==> config.mk <==
export PLATFORM = sky130hd
export DESIGN_NAME = dcache_ctrl_flat
export DESIGN_NICKNAME = d
export VERILOG_FILES = /design/src/hw/dcache_pkg.sv /design/src/hw/dcache_stage_if.sv /design/src/hw/dcache_ctrl.sv /design/src/flat_wrapper.sv
export SDC_FILE = /design/constraint.sdc
export NUM_CORES = 1
export LEC_CHECK = 0
export ABC_CLOCK_PERIOD_IN_PS = 15000
export BUFFER_PORTS_ARGS = -buffer_cell sky130_fd_sc_hd__buf_2
export CAP_MARGIN = 20
export CORE_AREA = 5 5 228 230
export CTS_BUF_LIST = sky130_fd_sc_hd__clkbuf_16
export CTS_CLUSTER_SIZE = 25
export DETAILED_ROUTE_END_ITERATION = 10
export DIE_AREA = 0 0 233 235
export GPL_TIMING_DRIVEN = 0
export SKIP_LAST_GASP = 1
export SLEW_MARGIN = 10
export SYNTH_ARGS = -nofsm -noshare
export SYNTH_HDL_FRONTEND = slang
export SYNTH_SLANG_ARGS = --single-unit
==> constraint.sdc <==
create_clock -name clk -period 15 [get_ports clk]
set_input_delay 0.75 -clock clk [delete_from_list [all_inputs] [get_ports clk]]
set_output_delay 0.75 -clock clk [all_outputs]
set_load 0.01 [all_outputs]
==> src/hw/dcache_pkg.sv <==
`default_nettype none

package dcache_pkg;

	// physical address and core word
	localparam int ADDR_W = 32;
	localparam int DATA_W = 64;
	localparam int STRB_W = 8;
	// byte offset inside a word, log2 of STRB_W
	localparam int BYTE_OFF_W = 3;

	// cache geometry: 4 ways x 16 sets x 64-byte lines
	localparam int NUM_WAYS = 4;
	localparam int NUM_SETS = 16;
	// set index from addr[9:6]
	localparam int IDX_W = 4;
	// word within the line from addr[5:3]
	localparam int OFF_W = 3;
	// tag from addr[31:10]
	localparam int TAG_W = 22;
	localparam int LINE_BEATS = 8;

	// everything from here up goes straight to memory
	localparam logic [ADDR_W-1:0] UNCACHED_BASE = 32'h9000_0000;

	// axi4 encodings used by the master
	localparam logic [2:0] AXI_SIZE_WORD = 3'd3;
	localparam logic [1:0] AXI_BURST_INCR = 2'b01;

	// one-hot way, or all zero when nothing is selected
	typedef logic [NUM_WAYS-1:0] way_mask_t;

	// access stage controller
	typedef enum logic [2:0] {
		ST_IDLE,
		ST_REFILL,
		ST_UNC_READ,
		ST_WR_DATA,
		ST_WR_RESP
	} dc_state_e;

endpackage

`default_nettype wire

==> src/hw/dcache_stage_if.sv <==
`timescale 1ns/1ps
`default_nettype none

interface dcache_stage_if;
	import dcache_pkg::*;

	// request held in the lookup stage
	logic valid;
	logic [ADDR_W-1:0] addr;
	logic wren;
	logic [DATA_W-1:0] wdata;
	logic [STRB_W-1:0] wstrb;
	// lookup result for the held request
	logic hit;
	way_mask_t hit_way;
	way_mask_t victim_way;
	logic cached;
	// access stage busy, freezes the lookup stage
	logic stall;

	modport src (
		output valid, addr, wren, wdata, wstrb, hit, hit_way, victim_way, cached,
		input stall
	);

	modport dst (
		input valid, addr, wren, wdata, wstrb, hit, hit_way, victim_way, cached,
		output stall
	);

endinterface

`default_nettype wire

==> src/hw/dcache_ctrl.sv <==
`timescale 1ns/1ps
`default_nettype none

module dcache_ctrl (
	input wire logic clk,
	input wire logic rst,
	dcache_stage_if.dst lk,
	// tag install at the end of a refill
	output logic fill_done,
	output dcache_pkg::way_mask_t fill_way,
	// data array
	output logic rd_en,
	output dcache_pkg::way_mask_t rd_way,
	output logic [dcache_pkg::IDX_W+dcache_pkg::OFF_W-1:0] rd_addr,
	input wire logic [dcache_pkg::DATA_W-1:0] rd_data,
	output logic wr_en,
	output dcache_pkg::way_mask_t wr_way,
	output logic [dcache_pkg::IDX_W+dcache_pkg::OFF_W-1:0] wr_addr,
	output logic [dcache_pkg::DATA_W-1:0] wr_data,
	output logic [dcache_pkg::STRB_W-1:0] wr_strb,
	// core response
	output logic rsp_valid,
	output logic [dcache_pkg::DATA_W-1:0] rsp_rdata,
	// axi4 master
	output logic [dcache_pkg::ADDR_W-1:0] m_araddr,
	output logic [7:0] m_arlen,
	output logic [2:0] m_arsize,
	output logic [1:0] m_arburst,
	output logic m_arvalid,
	input wire logic m_arready,
	input wire logic [dcache_pkg::DATA_W-1:0] m_rdata,
	input wire logic m_rlast,
	input wire logic m_rvalid,
	output logic m_rready,
	output logic [dcache_pkg::ADDR_W-1:0] m_awaddr,
	output logic [7:0] m_awlen,
	output logic [2:0] m_awsize,
	output logic [1:0] m_awburst,
	output logic m_awvalid,
	input wire logic m_awready,
	output logic [dcache_pkg::DATA_W-1:0] m_wdata,
	output logic [dcache_pkg::STRB_W-1:0] m_wstrb,
	output logic m_wlast,
	output logic m_wvalid,
	input wire logic m_wready,
	input wire logic m_bvalid,
	output logic m_bready
);
	import dcache_pkg::*;

	dc_state_e state;
	dc_state_e state_nx;
	logic [IDX_W-1:0] idx;
	logic [OFF_W-1:0] off;
	logic rd_hit;
	logic wr_hit;
	logic r_hs;
	logic done;
	logic [DATA_W-1:0] done_data;
	logic rd_pend;
	logic [OFF_W-1:0] beat_cnt;
	logic [DATA_W-1:0] fill_word;

	assign idx = lk.addr[BYTE_OFF_W+OFF_W +: IDX_W];
	assign off = lk.addr[BYTE_OFF_W +: OFF_W];
	assign rd_hit = lk.valid && lk.hit && !lk.wren;
	assign wr_hit = lk.valid && lk.hit && lk.wren;
	assign r_hs = m_rvalid && m_rready;

	// last cycle of a stalled operation, the lookup stage may move on
	always_comb begin
		case (state)
			ST_REFILL: done = r_hs && m_rlast;
			ST_UNC_READ: done = r_hs;
			ST_WR_RESP: done = m_bvalid;
			default: done = 1'b0;
		endcase
	end

	// read hits pass, anything else holds the stage until done
	assign lk.stall = (state == ST_IDLE) ? (lk.valid && !rd_hit) : !done;

	// read request: whole line for cached misses, one word otherwise
	assign m_arvalid = (state == ST_IDLE) && lk.valid && !lk.wren && !lk.hit;
	assign m_araddr = lk.cached ?
		{lk.addr[ADDR_W-1:BYTE_OFF_W+OFF_W], {(BYTE_OFF_W+OFF_W){1'b0}}} :
		{lk.addr[ADDR_W-1:BYTE_OFF_W], {BYTE_OFF_W{1'b0}}};
	assign m_arlen = lk.cached ? 8'(LINE_BEATS-1) : 8'd0;
	assign m_arsize = AXI_SIZE_WORD;
	assign m_arburst = AXI_BURST_INCR;
	assign m_rready = 1'b1;

	// every write goes through as one beat
	assign m_awvalid = (state == ST_IDLE) && lk.valid && lk.wren;
	assign m_awaddr = {lk.addr[ADDR_W-1:BYTE_OFF_W], {BYTE_OFF_W{1'b0}}};
	assign m_awlen = 8'd0;
	assign m_awsize = AXI_SIZE_WORD;
	assign m_awburst = AXI_BURST_INCR;
	assign m_wvalid = state == ST_WR_DATA;
	assign m_wdata = lk.wdata;
	assign m_wstrb = lk.wstrb;
	assign m_wlast = 1'b1;
	assign m_bready = 1'b1;

	always_comb begin
		state_nx = state;
		case (state)
			ST_IDLE: begin
				if (m_arvalid && m_arready)
					state_nx = lk.cached ? ST_REFILL : ST_UNC_READ;
				else if (m_awvalid && m_awready)
					state_nx = ST_WR_DATA;
			end
			ST_REFILL, ST_UNC_READ, ST_WR_RESP: begin
				if (done)
					state_nx = ST_IDLE;
			end
			ST_WR_DATA: begin
				if (m_wready)
					state_nx = ST_WR_RESP;
			end
			default: state_nx = ST_IDLE;
		endcase
	end

	// hit read goes to the array right away
	assign rd_en = (state == ST_IDLE) && rd_hit;
	assign rd_way = lk.hit_way;
	assign rd_addr = {idx, off};

	// refill beats into the victim, else a write hit once on the aw handshake
	always_comb begin
		if (state == ST_REFILL) begin
			wr_en = r_hs;
			wr_way = lk.victim_way;
			wr_addr = {idx, beat_cnt};
			wr_data = m_rdata;
			wr_strb = '1;
		end else begin
			wr_en = (state == ST_IDLE) && wr_hit && m_awready;
			wr_way = lk.hit_way;
			wr_addr = {idx, off};
			wr_data = lk.wdata;
			wr_strb = lk.wstrb;
		end
	end

	assign fill_done = (state == ST_REFILL) && r_hs && m_rlast;
	assign fill_way = lk.victim_way;

	// word returned when the stall ends, zero for writes
	always_comb begin
		case (state)
			ST_REFILL: done_data = (beat_cnt == off) ? m_rdata : fill_word;
			ST_UNC_READ: done_data = m_rdata;
			default: done_data = '0;
		endcase
	end

	always_ff @(posedge clk) begin
		if (rst) begin
			state <= ST_IDLE;
			beat_cnt <= '0;
			rd_pend <= 1'b0;
			rsp_valid <= 1'b0;
		end else begin
			state <= state_nx;
			if (state == ST_REFILL && r_hs)
				beat_cnt <= beat_cnt + 1'b1;
			else if (state == ST_IDLE)
				beat_cnt <= '0;
			rd_pend <= rd_en;
			rsp_valid <= rd_pend || done;
		end
	end

	// requested word is kept as its beat passes by
	always_ff @(posedge clk) begin
		if (state == ST_REFILL && r_hs && beat_cnt == off)
			fill_word <= m_rdata;
		rsp_rdata <= rd_pend ? rd_data : done_data;
	end

endmodule

`default_nettype wire

==> src/flat_wrapper.sv <==
// flat-port wrapper written by rule: the top's interface ports become plain ports
module dcache_ctrl_flat import dcache_pkg::*;
  (clk, rst, fill_done, fill_way, rd_en, rd_way, rd_addr, rd_data, wr_en, wr_way, wr_addr, wr_data, wr_strb, rsp_valid, rsp_rdata, m_araddr, m_arlen, m_arsize, m_arburst, m_arvalid, m_arready, m_rdata, m_rlast, m_rvalid, m_rready, m_awaddr, m_awlen, m_awsize, m_awburst, m_awvalid, m_awready, m_wdata, m_wstrb, m_wlast, m_wvalid, m_wready, m_bvalid, m_bready, lk_valid, lk_addr, lk_wren, lk_wdata, lk_wstrb, lk_hit, lk_hit_way, lk_victim_way, lk_cached, lk_stall);
  dcache_stage_if lk_i ();
  input wire logic clk;
  input wire logic rst;
  output logic fill_done;
  output dcache_pkg::way_mask_t fill_way;
  output logic rd_en;
  output dcache_pkg::way_mask_t rd_way;
  output logic [dcache_pkg::IDX_W+dcache_pkg::OFF_W-1:0] rd_addr;
  input wire logic [dcache_pkg::DATA_W-1:0] rd_data;
  output logic wr_en;
  output dcache_pkg::way_mask_t wr_way;
  output logic [dcache_pkg::IDX_W+dcache_pkg::OFF_W-1:0] wr_addr;
  output logic [dcache_pkg::DATA_W-1:0] wr_data;
  output logic [dcache_pkg::STRB_W-1:0] wr_strb;
  output logic rsp_valid;
  output logic [dcache_pkg::DATA_W-1:0] rsp_rdata;
  output logic [dcache_pkg::ADDR_W-1:0] m_araddr;
  output logic [7:0] m_arlen;
  output logic [2:0] m_arsize;
  output logic [1:0] m_arburst;
  output logic m_arvalid;
  input wire logic m_arready;
  input wire logic [dcache_pkg::DATA_W-1:0] m_rdata;
  input wire logic m_rlast;
  input wire logic m_rvalid;
  output logic m_rready;
  output logic [dcache_pkg::ADDR_W-1:0] m_awaddr;
  output logic [7:0] m_awlen;
  output logic [2:0] m_awsize;
  output logic [1:0] m_awburst;
  output logic m_awvalid;
  input wire logic m_awready;
  output logic [dcache_pkg::DATA_W-1:0] m_wdata;
  output logic [dcache_pkg::STRB_W-1:0] m_wstrb;
  output logic m_wlast;
  output logic m_wvalid;
  input wire logic m_wready;
  input wire logic m_bvalid;
  output logic m_bready;
  input wire logic [$bits(lk_i.valid)-1:0] lk_valid;
  input wire logic [$bits(lk_i.addr)-1:0] lk_addr;
  input wire logic [$bits(lk_i.wren)-1:0] lk_wren;
  input wire logic [$bits(lk_i.wdata)-1:0] lk_wdata;
  input wire logic [$bits(lk_i.wstrb)-1:0] lk_wstrb;
  input wire logic [$bits(lk_i.hit)-1:0] lk_hit;
  input wire logic [$bits(lk_i.hit_way)-1:0] lk_hit_way;
  input wire logic [$bits(lk_i.victim_way)-1:0] lk_victim_way;
  input wire logic [$bits(lk_i.cached)-1:0] lk_cached;
  output wire logic [$bits(lk_i.stall)-1:0] lk_stall;
  assign lk_i.valid = lk_valid;
  assign lk_i.addr = lk_addr;
  assign lk_i.wren = lk_wren;
  assign lk_i.wdata = lk_wdata;
  assign lk_i.wstrb = lk_wstrb;
  assign lk_i.hit = lk_hit;
  assign lk_i.hit_way = lk_hit_way;
  assign lk_i.victim_way = lk_victim_way;
  assign lk_i.cached = lk_cached;
  assign lk_stall = lk_i.stall;
  dcache_ctrl u_core (.clk(clk), .rst(rst), .lk(lk_i), .fill_done(fill_done), .fill_way(fill_way), .rd_en(rd_en), .rd_way(rd_way), .rd_addr(rd_addr), .rd_data(rd_data), .wr_en(wr_en), .wr_way(wr_way), .wr_addr(wr_addr), .wr_data(wr_data), .wr_strb(wr_strb), .rsp_valid(rsp_valid), .rsp_rdata(rsp_rdata), .m_araddr(m_araddr), .m_arlen(m_arlen), .m_arsize(m_arsize), .m_arburst(m_arburst), .m_arvalid(m_arvalid), .m_arready(m_arready), .m_rdata(m_rdata), .m_rlast(m_rlast), .m_rvalid(m_rvalid), .m_rready(m_rready), .m_awaddr(m_awaddr), .m_awlen(m_awlen), .m_awsize(m_awsize), .m_awburst(m_awburst), .m_awvalid(m_awvalid), .m_awready(m_awready), .m_wdata(m_wdata), .m_wstrb(m_wstrb), .m_wlast(m_wlast), .m_wvalid(m_wvalid), .m_wready(m_wready), .m_bvalid(m_bvalid), .m_bready(m_bready));
endmodule
==> flow_summary.yaml, run 1 <==
power_and_ir_drop:
  power_leakage_uw: 0.005763
  power.density_nw_per_um2: 137.9
  p_clk_share_pct: 24.2
  power.share.switching_pct: 40.41
  combinationalPowerShare_pct: 46.3
  cellInternalPower_uw: 944.1
  switching_power_uw: 640.3
  irDropWorstVdd_v: 0.00005928
  seqPwrFrac_pct: 29.6
yosys:
  synth_warnings: 0
  syn_inst: 846
  avgSynthCellArea_sq_um: 8.578
  yosysMostFrequentCell: "nand2_1"
  synth-seq-cells: 136
  yosysTopAreaCellShare_pct: 26.48
  synth.yosys.seq_area_share_pct: 46.34
  synth_area_leaders: "edfxtp_1 26%, dfxtp_1 20%, buf_4 19%"
  synth_commonest_cells: "280 x nand2_1, 181 x buf_4, 72 x dfxtp_1"
  yosys_most_used_dff: "dfxtp_1"
  ys_async_sr_fraction_pct: 0
  synth-edff-count: 64
  synth_cell_types: 38
  yosys.area.top_type: "edfxtp_1"
  syn_area_sq_um: 7257
grt:
  overflow: 0
  grt_pass1_vias: 7849
  use_met3_pct: 2.704
  grt-busiest-layer: "met2"
  antenna_found_initial: 4
  use_met1_pct: 13.97
  grt_max_degree: 17
  grt_usage_pct: 11.48
  grtUsageMet2_pct: 19.96
  grt_pass1_wl_mm: 47.44
critical_path:
  endpoint: "wr_addr[0]"
  crit_start: "u_core.state[1]$_SDFFE_PP0P_"
  path_max_fanout: 10
  r2r_setup_slack_ns: 12.23
  cp.required_ns: 14.25
  path_class: "flip-flop to output pin"
  reg2reg_from: "u_core.state[1]$_SDFFE_PP0P_"
  rr_worst_depth: 7
  r2r_end: "u_core.rsp_rdata[22]$_DFF_P_"
  cp-end-kind: "output pin"
  cp-start-kind: "flip-flop"
  worstPathArrival_ns: 3.05
placement:
  place_ws_ns: 11.60
  gp_congestion: 0.9183
  port_buffers: 524
  dp_hpwl_mm: 28.35
cells_and_area:
  syn_to_final_growth_pct: 58.34
  layout-drive-gt1-share_pct: 52.53
  n_antenna_cell: 0
  nets: 1685
  utilization_pct: 23.14
detailed_routing:
  vias: 7897
  drt-total-wl_mm: 33.82
  ant_nets: 0
  viasPerCell: 3.730
  dr.pass1.iters: 5
  remaining_drc_errors: 0
  wl_per_cell_um: 15.97
  drt_iter0_drc: 400
floorplanning:
  die_w_um: 233
  core-area_sq_um: 49660
  die-area_sq_um: 54760
  num_rows: 82
  die_y_um: 235
  start_util_pct: 14.61
  ioPinCount: 587
clocking:
  clk_path_buf_depth: 2
  root_buffer: "clkbuf_16"
  cts_inserted_buffers: 17
  worstSkewPairLatency_ns: 0.43
  postCtsSetupRepairBufs: 0
  h-tree-depth: 4
  clk_pin_slew_ns: 0.06
  hold_buffers: 0
  tritoncts: "yes"
  postCtsResizedCells: 0
  clock_sinks: 136
hold_path:
  hp-start: "u_core.fill_word[24]$_DFFE_PP_"
  hold_class: "flip-flop to flip-flop"
sta:
  fin_crit_sh_pct: 25.31
  max_freq_ghz: 0.2634
  worst_slew_pin_slew_ns: 1.008
  fin_ws_ns: 11.20
  finalHoldViolations: 0
  skew_ns: 0.01077
  max-slew-margin-rel_pct: 32.80
  rsz0062_at_grt: "false"
  drv_slew: 0
  setup-tns-final_ns: 0
  fin_crit_ns: 3.796
  setup_violations: 0
outcome:
  status: "finished, final reports clean"
run:
  cap_violations: 0
final cells by class:
class                      instances  area (sq um)
inverter                           3         11.26
clock buffer                      17         425.4
multi-input combinational        507          2451
buffer                           230          1553
timing repair buffer             537          2739
sequential                       136          3363
tap                              672         840.8
fill                            5531         38170
clock inverter                    15         107.6
layer usage:
metal | up-vias | share of wire [%]
met3 | 36 | 7.6
met1 | 3676 | 41
met2 | 399 | 49
li1 | 3782 | -
met4 | 4 | 2.0
met5 | - | 0.080
sequential cells by signal, summed over array words and instances, names as in the netlist:
register	flops
u_core.beat_cnt	3
u_core.state	3
u_core.rsp_rdata	64
u_core.rd_pend	1
u_core.rsp_valid	1
u_core.fill_word	64
cell usage in the layout, fill, tap and decap left out, drive strengths merged:
cell	instances
conb	32
nand4	1
nand4bb	1
dfxtp	72
nor3	3
inv	6
buf	725
o21ai	68
nor2	3
o2bb2ai	1
xor2	4
nor3b	1
or3	1
nand3	8
o31a	1
o21ba	1
o31ai	1
a21oi	2
nor2b	6
clkinv	5
or4b	1
nand2	280
edfxtp	64
o21a	1
nand3b	2
mux2i	2
ha	1
o211a	1
or3b	2
nand2b	11
clkbuf	59
nor4bb	1
a22oi	65
o41ai	1
clkinvlp	7
nor4	3
and3	2
kinds of logic after synthesis:
logic type	count (synthesis)	share of synthesized area (%)
compound gates	142	12.66
other cells	2	0.1035
flops	136	46.34
simple gates	326	18.45
mux	2	0.2759
xor+xnor	4	0.4827
fa+ha+maj	1	0.1724
buf+inv	233	21.52
worst min path at each step:
| stage | to | depth (start not counted) | slack, ns |
|---|---|---|---|
| final | u_core.rsp_rdata[24]$_DFF_P_ | 2 | 0.51 |
| after floorplan | u_core.rsp_rdata[0]$_DFF_P_ | 2 | 0.49 |
| after detailed placement | u_core.rsp_rdata[24]$_DFF_P_ | 2 | 0.50 |
| after CTS | u_core.rsp_rdata[9]$_DFF_P_ | 3 | 0.49 |
| after global placement | u_core.rsp_rdata[51]$_DFF_P_ | 2 | 0.50 |
| after global routing | u_core.fill_word[46]$_DFFE_PP_ | 1 | 0.50 |
through the flow:
stage               total power, uW  hold slack, ns  area [sq um]  cells
finish                         1584          0.5135         11490   2117
global route                   1686          0.4961         11490   2117
CTS                            1609          0.4892         11490   2117
detailed placement             1219          0.5013         10960   2085
global placement               1204          0.4961         10830   2072
floorplan                     867.9          0.4874          7370    876
power by group through the flow:
stage | combinational, uW | sequential, uW | clock, uW
3_5_place_dp | 742 | 477 | 0
4_1_cts | 744 | 469 | 396
6_report | 733 | 469 | 383
3_3_place_gp | 727 | 477 | 0
2_1_floorplan | 360 | 508 | 0
5_1_grt | 802 | 474 | 411
worst max-delay path, stage by stage, from the launching register on:
cell,delay (ns)
dfxtp_1,0.31
clkbuf_1,0.20
nor3b_1,0.38
clkbuf_2,0.63
clkbuf_1,0.37
buf_8,0.23
nand2_1,0.08
nand2_1,0.21
buf_2,0.19
No activity file was read; power rests on OpenSTA's default activity.
==> run 2, diff against run 1 <==
ABC_CLOCK_PERIOD_IN_PS = 3700   (was 15000)
CORE_AREA = 5 5 223 225   (was 5 5 228 230)
DIE_AREA = 0 0 228 230   (was 0 0 233 235)
clock period = 3.7 ns   (was 15 ns; I/O delays follow)
==> run 2 against run 1 <==
Sequential power rose to 4.1 times the previous value. Global-route usage is 1.3 points higher. Clock power grew to 4.0 times the previous value. Critical path type unchanged.
==> flow_summary.yaml, run 2 (synthesis gave the netlist of run 1 again) <==
floorplanning:
  num_rows: 80
  die_w_um: 228
  ioPinCount: 587
  die_y_um: 230
  core-area_sq_um: 47350
  start_util_pct: 15.33
  die-area_sq_um: 52440
power_and_ir_drop:
  power_leakage_uw: 0.006308
  power_uw: 6547
  irDropWorstVdd_v: 0.0003136
  power.density_nw_per_um2: 516.8
clocking:
  postCtsSetupRepairBufs: 0
  root_buffer: "clkbuf_16"
  clk_pin_slew_ns: 0.06
  h-tree-depth: 4
  clock_sinks: 136
  worstSkewPairLatency_ns: 0.44
  clk_path_buf_depth: 2
  tritoncts: "yes"
  cts_inserted_buffers: 17
cells_and_area:
  top_regs: "u_core.fill_word x64, u_core.rsp_rdata x64"
  utilization_pct: 26.75
  layout_common_cells: "530 x buf_2, 280 x nand2_1, 181 x buf_4"
  syn_to_final_growth_pct: 74.55
  nets: 1804
  layout-drive-gt1-share_pct: 48.02
  mostFrequentLayoutCell: "buf_2"
  nFillCells: 5011
critical_path:
  path_max_fanout: 10
  endpoint: "wr_data[39]"
  path_class: "flip-flop to output pin"
  cp-end-kind: "output pin"
  reg2reg_from: "u_core.state[1]$_SDFFE_PP0P_"
  cp-start-kind: "flip-flop"
  worstPathArrival_ns: 2.96
  crit_start: "u_core.state[1]$_SDFFE_PP0P_"
  cp.required_ns: 3.51
  rr_worst_depth: 8
  r2r_setup_slack_ns: 0.94
  r2r_end: "u_core.rsp_rdata[36]$_DFF_P_"
detailed_routing:
  drt-total-wl_mm: 35.26
  remaining_drc_errors: 0
  vias: 8462
  drt_iter0_drc: 424
  ant_nets: 0
  dr.pass1.iters: 5
  viasPerCell: 3.880
  wl_per_cell_um: 16.17
placement:
  dp_hpwl_mm: 27.56
  gp_congestion: 0.9042
  port_buffers: 524
sta:
  fin_crit_ns: 3.148
  fin_crit_sh_pct: 85.08
  max-slew-margin-rel_pct: 42.18
  setup_violations: 0
  skew_ns: 0.01225
  worst_slew_pin_slew_ns: 0.8673
  finalHoldViolations: 0
  drv_slew: 0
  max_freq_ghz: 0.3177
  rsz0062_at_grt: "false"
grt:
  grt_usage_pct: 12.76
  grt_pass1_vias: 8563
  antenna_found_initial: 3
  grt_pass1_wl_mm: 51.54
  grt_max_degree: 17
  overflow: 0
hold_path:
  hold_class: "input port to flip-flop"
outcome:
  status: "finished, final reports clean"
run:
  cap_violations: 0
==> run 2: worst min-delay path by stage <==
stage                startpoint                            end  depth (start not counted)
CTS                 rd_data[36]   u_core.rsp_rdata[36]$_DFF_P_                          3
floorplan            m_rdata[0]  u_core.fill_word[0]$_DFFE_PP_                          0
detailed placement  rd_data[39]   u_core.rsp_rdata[39]$_DFF_P_                          3
global placement    rd_data[14]   u_core.rsp_rdata[14]$_DFF_P_                          3
finish              rd_data[31]   u_core.rsp_rdata[31]$_DFF_P_                          3
global route        rd_data[36]   u_core.rsp_rdata[36]$_DFF_P_                          3
==> run 2: timing repair <==
action / in CTS / in global routing
resized for setup: 0 / 3
endpoints found under the setup margin: 0 / 2
hold buffers: 124 / 0
hold endpoints to repair: 124 / 0
==> run 2: layout make-up <==
| cell class | count | area [sq um] | area share (%) |
|---|---|---|---|
| sequential | 136 | 3363 | 26.55 |
| tap | 615 | 769.5 | 6.075 |
| multi-input combinational | 507 | 2460 | 19.42 |
| antenna | 2 | 5.005 | 0.03951 |
| inverter | 3 | 11.26 | 0.08890 |
| clock buffer | 19 | 475.5 | 3.753 |
| clock inverter | 13 | 61.31 | 0.4840 |
| buffer | 230 | 1553 | 12.26 |
| timing repair buffer | 656 | 3969 | 31.33 |
==> run 2: power breakdown <==
group,switching [uW],total (uW),internal [uW]
Combinational,1870,3090,1230
Clock,637,1550,913
Sequential,65.6,1900,1840
==> run 2: critical path, stage by stage, from the launching register on <==
cell      delay (ns)
dfxtp_1         0.32
clkbuf_1        0.21
nor3b_1         0.43
clkbuf_2        0.53
clkbuf_1        0.55
nand2_1         0.21
nand2_1         0.11
buf_2           0.16
==> run 2: through the flow <==
step / hold WS (ns) / setup TNS, ns / std cells / area, sq um / worst slack [ns]
floorplan: 0.2839 / 0 / 876 / 7385 / 0.3918
global placement: 0.3928 / -80.55 / 2015 / 10780 / -1.268
detailed placement: 0.3986 / 0 / 2022 / 10870 / 0.6075
CTS: 0.0004467 / 0 / 2178 / 12650 / 0.07435
global route: 0.006609 / 0 / 2179 / 12660 / 0.2122
finish: 0.04733 / 0 / 2181 / 12670 / 0.5522
==> run 2: routing by layer <==
metal  share of wire [%]  routed length [um]  vias to the layer above  global-route usage (%)
met5                   0                   0                        -                       0
met1                  40               14110                     3915                   15.13
met4                 2.2                 788                        0                   4.481
met2                  51               17850                      465                   22.59
li1                    -                   -                     4028                       -
met3                 7.1                2505                       54                   3.059
==> run 3, diff against run 2 <==
--- a/config.mk
+++ b/config.mk
@@ -9,5 +9,5 @@
 export BUFFER_PORTS_ARGS = -buffer_cell sky130_fd_sc_hd__buf_2
 export CAP_MARGIN = 20
-export CORE_AREA = 5 5 223 225
+export CORE_AREA = 2 2 226 228
 export CTS_BUF_LIST = sky130_fd_sc_hd__clkbuf_16
 export CTS_CLUSTER_SIZE = 25
==> constraint.sdc (replaced) <==
create_clock -name clk -period 3.7 [get_ports clk]
set_input_delay 0.185 -clock clk [delete_from_list [all_inputs] [get_ports clk]]
set_output_delay 0.185 -clock clk [all_outputs]
set_load 0.02 [all_outputs]
==> run 3 against run 2 <==
Utilization decreased by 1.1 points. Total power is 8.3% higher. Clock power increased by 7%. Global-route usage shrank 0.44 points. Sequential power about the same. Non-clock buffer count grew 3. Via count fell by 1.6%. Critical path type unchanged. Sequential share of layout area shrank 0.24 points.
==> flow_summary.yaml, run 3 (synthesis gave the netlist of run 1 again) <==
detailed_routing:
  ant_nets: 0
  drt_iter0_drc: 310
  vias: 8330
  drt-total-wl_mm: 34.07
  dr.pass1.iters: 5
  remaining_drc_errors: 0
  viasPerCell: 3.720
  wl_per_cell_um: 15.22
sta:
  skew_ns: 0.01294
  setup_violations: 0
  max_freq_ghz: 0.3044
  rsz0062_at_grt: "false"
  fin_crit_sh_pct: 88.78
  finalHoldViolations: 0
  max-slew-margin-rel_pct: 32.20
  timing.hold.ws_ns: 0.05647
  drv_slew: 0
  fin_crit_ns: 3.285
  worst_slew_pin_slew_ns: 1.017
grt:
  antenna_found_initial: 4
  use_met3_pct: 2.741
  use_met1_pct: 14.81
  grtUsageMet2_pct: 21.37
  grt_max_degree: 17
  grt_pass1_vias: 8094
  grt_usage_pct: 12.32
  grt-busiest-layer: "met2"
  overflow: 0
  grt_pass1_wl_mm: 48.40
placement:
  port_buffers: 524
  dp_hpwl_mm: 26.66
  dp_cells: 2079
  gp_congestion: 0.9747
clocking:
  root_buffer: "clkbuf_16"
  clk_path_buf_depth: 2
  h-tree-depth: 4
  clk_pin_slew_ns: 0.06
  worstSkewPairLatency_ns: 0.44
  cts_inserted_buffers: 17
  clock_sinks: 136
  postCtsResizedCells: 0
  tritoncts: "yes"
cells_and_area:
  syn_to_final_growth_pct: 76.12
  layout_common_cells: "530 x buf_2, 280 x nand2_1, 181 x buf_4"
  mostFrequentLayoutCell: "buf_2"
  utilization_pct: 25.63
  n_antenna_cell: 0
  layout-drive-gt1-share_pct: 48.12
  nets: 1807
  stdcell_count: 2239
  top_regs: "u_core.fill_word x64, u_core.rsp_rdata x64"
  nFillCells: 5397
floorplanning:
  die-area_sq_um: 52440
  core-area_sq_um: 49860
  ioPinCount: 587
  num_rows: 82
  start_util_pct: 14.55
  die_w_um: 228
  die_y_um: 230
critical_path:
  endpoint: "wr_data[1]"
  cp-start-kind: "flip-flop"
  cp-end-kind: "output pin"
  r2r_end: "u_core.fill_word[35]$_DFFE_PP_"
  path_max_fanout: 10
  reg2reg_from: "u_core.state[0]$_SDFFE_PP0P_"
  r2r_setup_slack_ns: 0.89
  cp.required_ns: 3.51
  worstPathArrival_ns: 3.10
  rr_worst_depth: 6
  path_class: "flip-flop to output pin"
  crit_start: "u_core.state[2]$_SDFFE_PP0P_"
hold_path:
  hold_class: "input port to flip-flop"
outcome:
  status: "finished, final reports clean"
power_and_ir_drop:
  power_leakage_uw: 0.006290
  power_uw: 7093
  power.density_nw_per_um2: 555.0
  irDropWorstVdd_v: 0.0002122
run:
  cap_violations: 0
-- run 3: cell types whose count changed in the layout (fill, tap and decap cells not counted), moves of 3 or more --
cell	previous run	this run
buf_8	4	1
clkinv_2	4	0
clkinvlp_4	0	4
clkinv_4	1	4
dlygate4sd3_1	124	128
inv_1	7	3
inv_6	0	5
-- run 3: worst min path at each step --
stage / startpoint / endpoint / slack (ns) / cells after the start
finish: m_bvalid / u_core.state[2]$_SDFFE_PP0P_ / 0.06 / 3
global placement: rd_data[16] / u_core.rsp_rdata[16]$_DFF_P_ / 0.39 / 3
CTS: m_bvalid / u_core.state[2]$_SDFFE_PP0P_ / 0.003 / 3
global route: m_bvalid / u_core.state[2]$_SDFFE_PP0P_ / 0.05 / 3
detailed placement: rd_data[28] / u_core.rsp_rdata[28]$_DFF_P_ / 0.40 / 3
floorplan: m_rdata[0] / u_core.fill_word[0]$_DFFE_PP_ / 0.28 / 0
-- run 3: routing by layer --
layer / vias up / share of wire (%) / wire (um)
met4: 4 / 2.3 / 767
li1: 4032 / - / -
met5: - / 0.088 / 30
met3: 44 / 5.7 / 1956
met1: 3887 / 42 / 14420
met2: 363 / 50 / 16890
-- run 3: cell type report --
class / count / area, sq um / share of cell area (%)
Timing Repair Buffer: 659 / 3986 / 31.19
Sequential cell: 136 / 3363 / 26.31
Clock inverter: 15 / 142.6 / 1.116
Clock buffer: 17 / 425.4 / 3.328
Inverter: 3 / 11.26 / 0.08811
Buffer: 230 / 1551 / 12.14
Tap cell: 672 / 840.8 / 6.579
Multi-Input combinational cell: 507 / 2460 / 19.25
-- run 3: through the flow --
stage,setup slack [ns],cell area [sq um],setup TNS [ns]
6_report,0.4153,12780,0
4_1_cts,0.2188,12780,0
2_1_floorplan,0.3918,7385,0
3_5_place_dp,0.7526,10930,0
3_3_place_gp,-1.057,10850,-67.10
5_1_grt,0.1050,12780,0
-- run 3: worst max-delay path, cell delays in order (launching register included) --
cell and delay (ns):
dfxtp_1 0.31, clkbuf_1 0.20, nor3b_1 0.40, clkbuf_2 0.55
clkbuf_1 0.73, nand2_1 0.18, nand2_1 0.10, buf_2 0.16
-- run 3: report_power, final --
group / total [uW] / leakage [uW] / internal (uW) / switching [uW]
logic: 3530 / 0.00486 / 1220 / 2310
clock network: 1660 / 0.000265 / 934 / 728
registers: 1900 / 0.00117 / 1840 / 68.5
-- run 3: repair_timing --
action / in CTS / in global routing
buffers inserted: 0 / 0
hold buffers: 128 / 0
endpoints found under the hold margin: 128 / 0
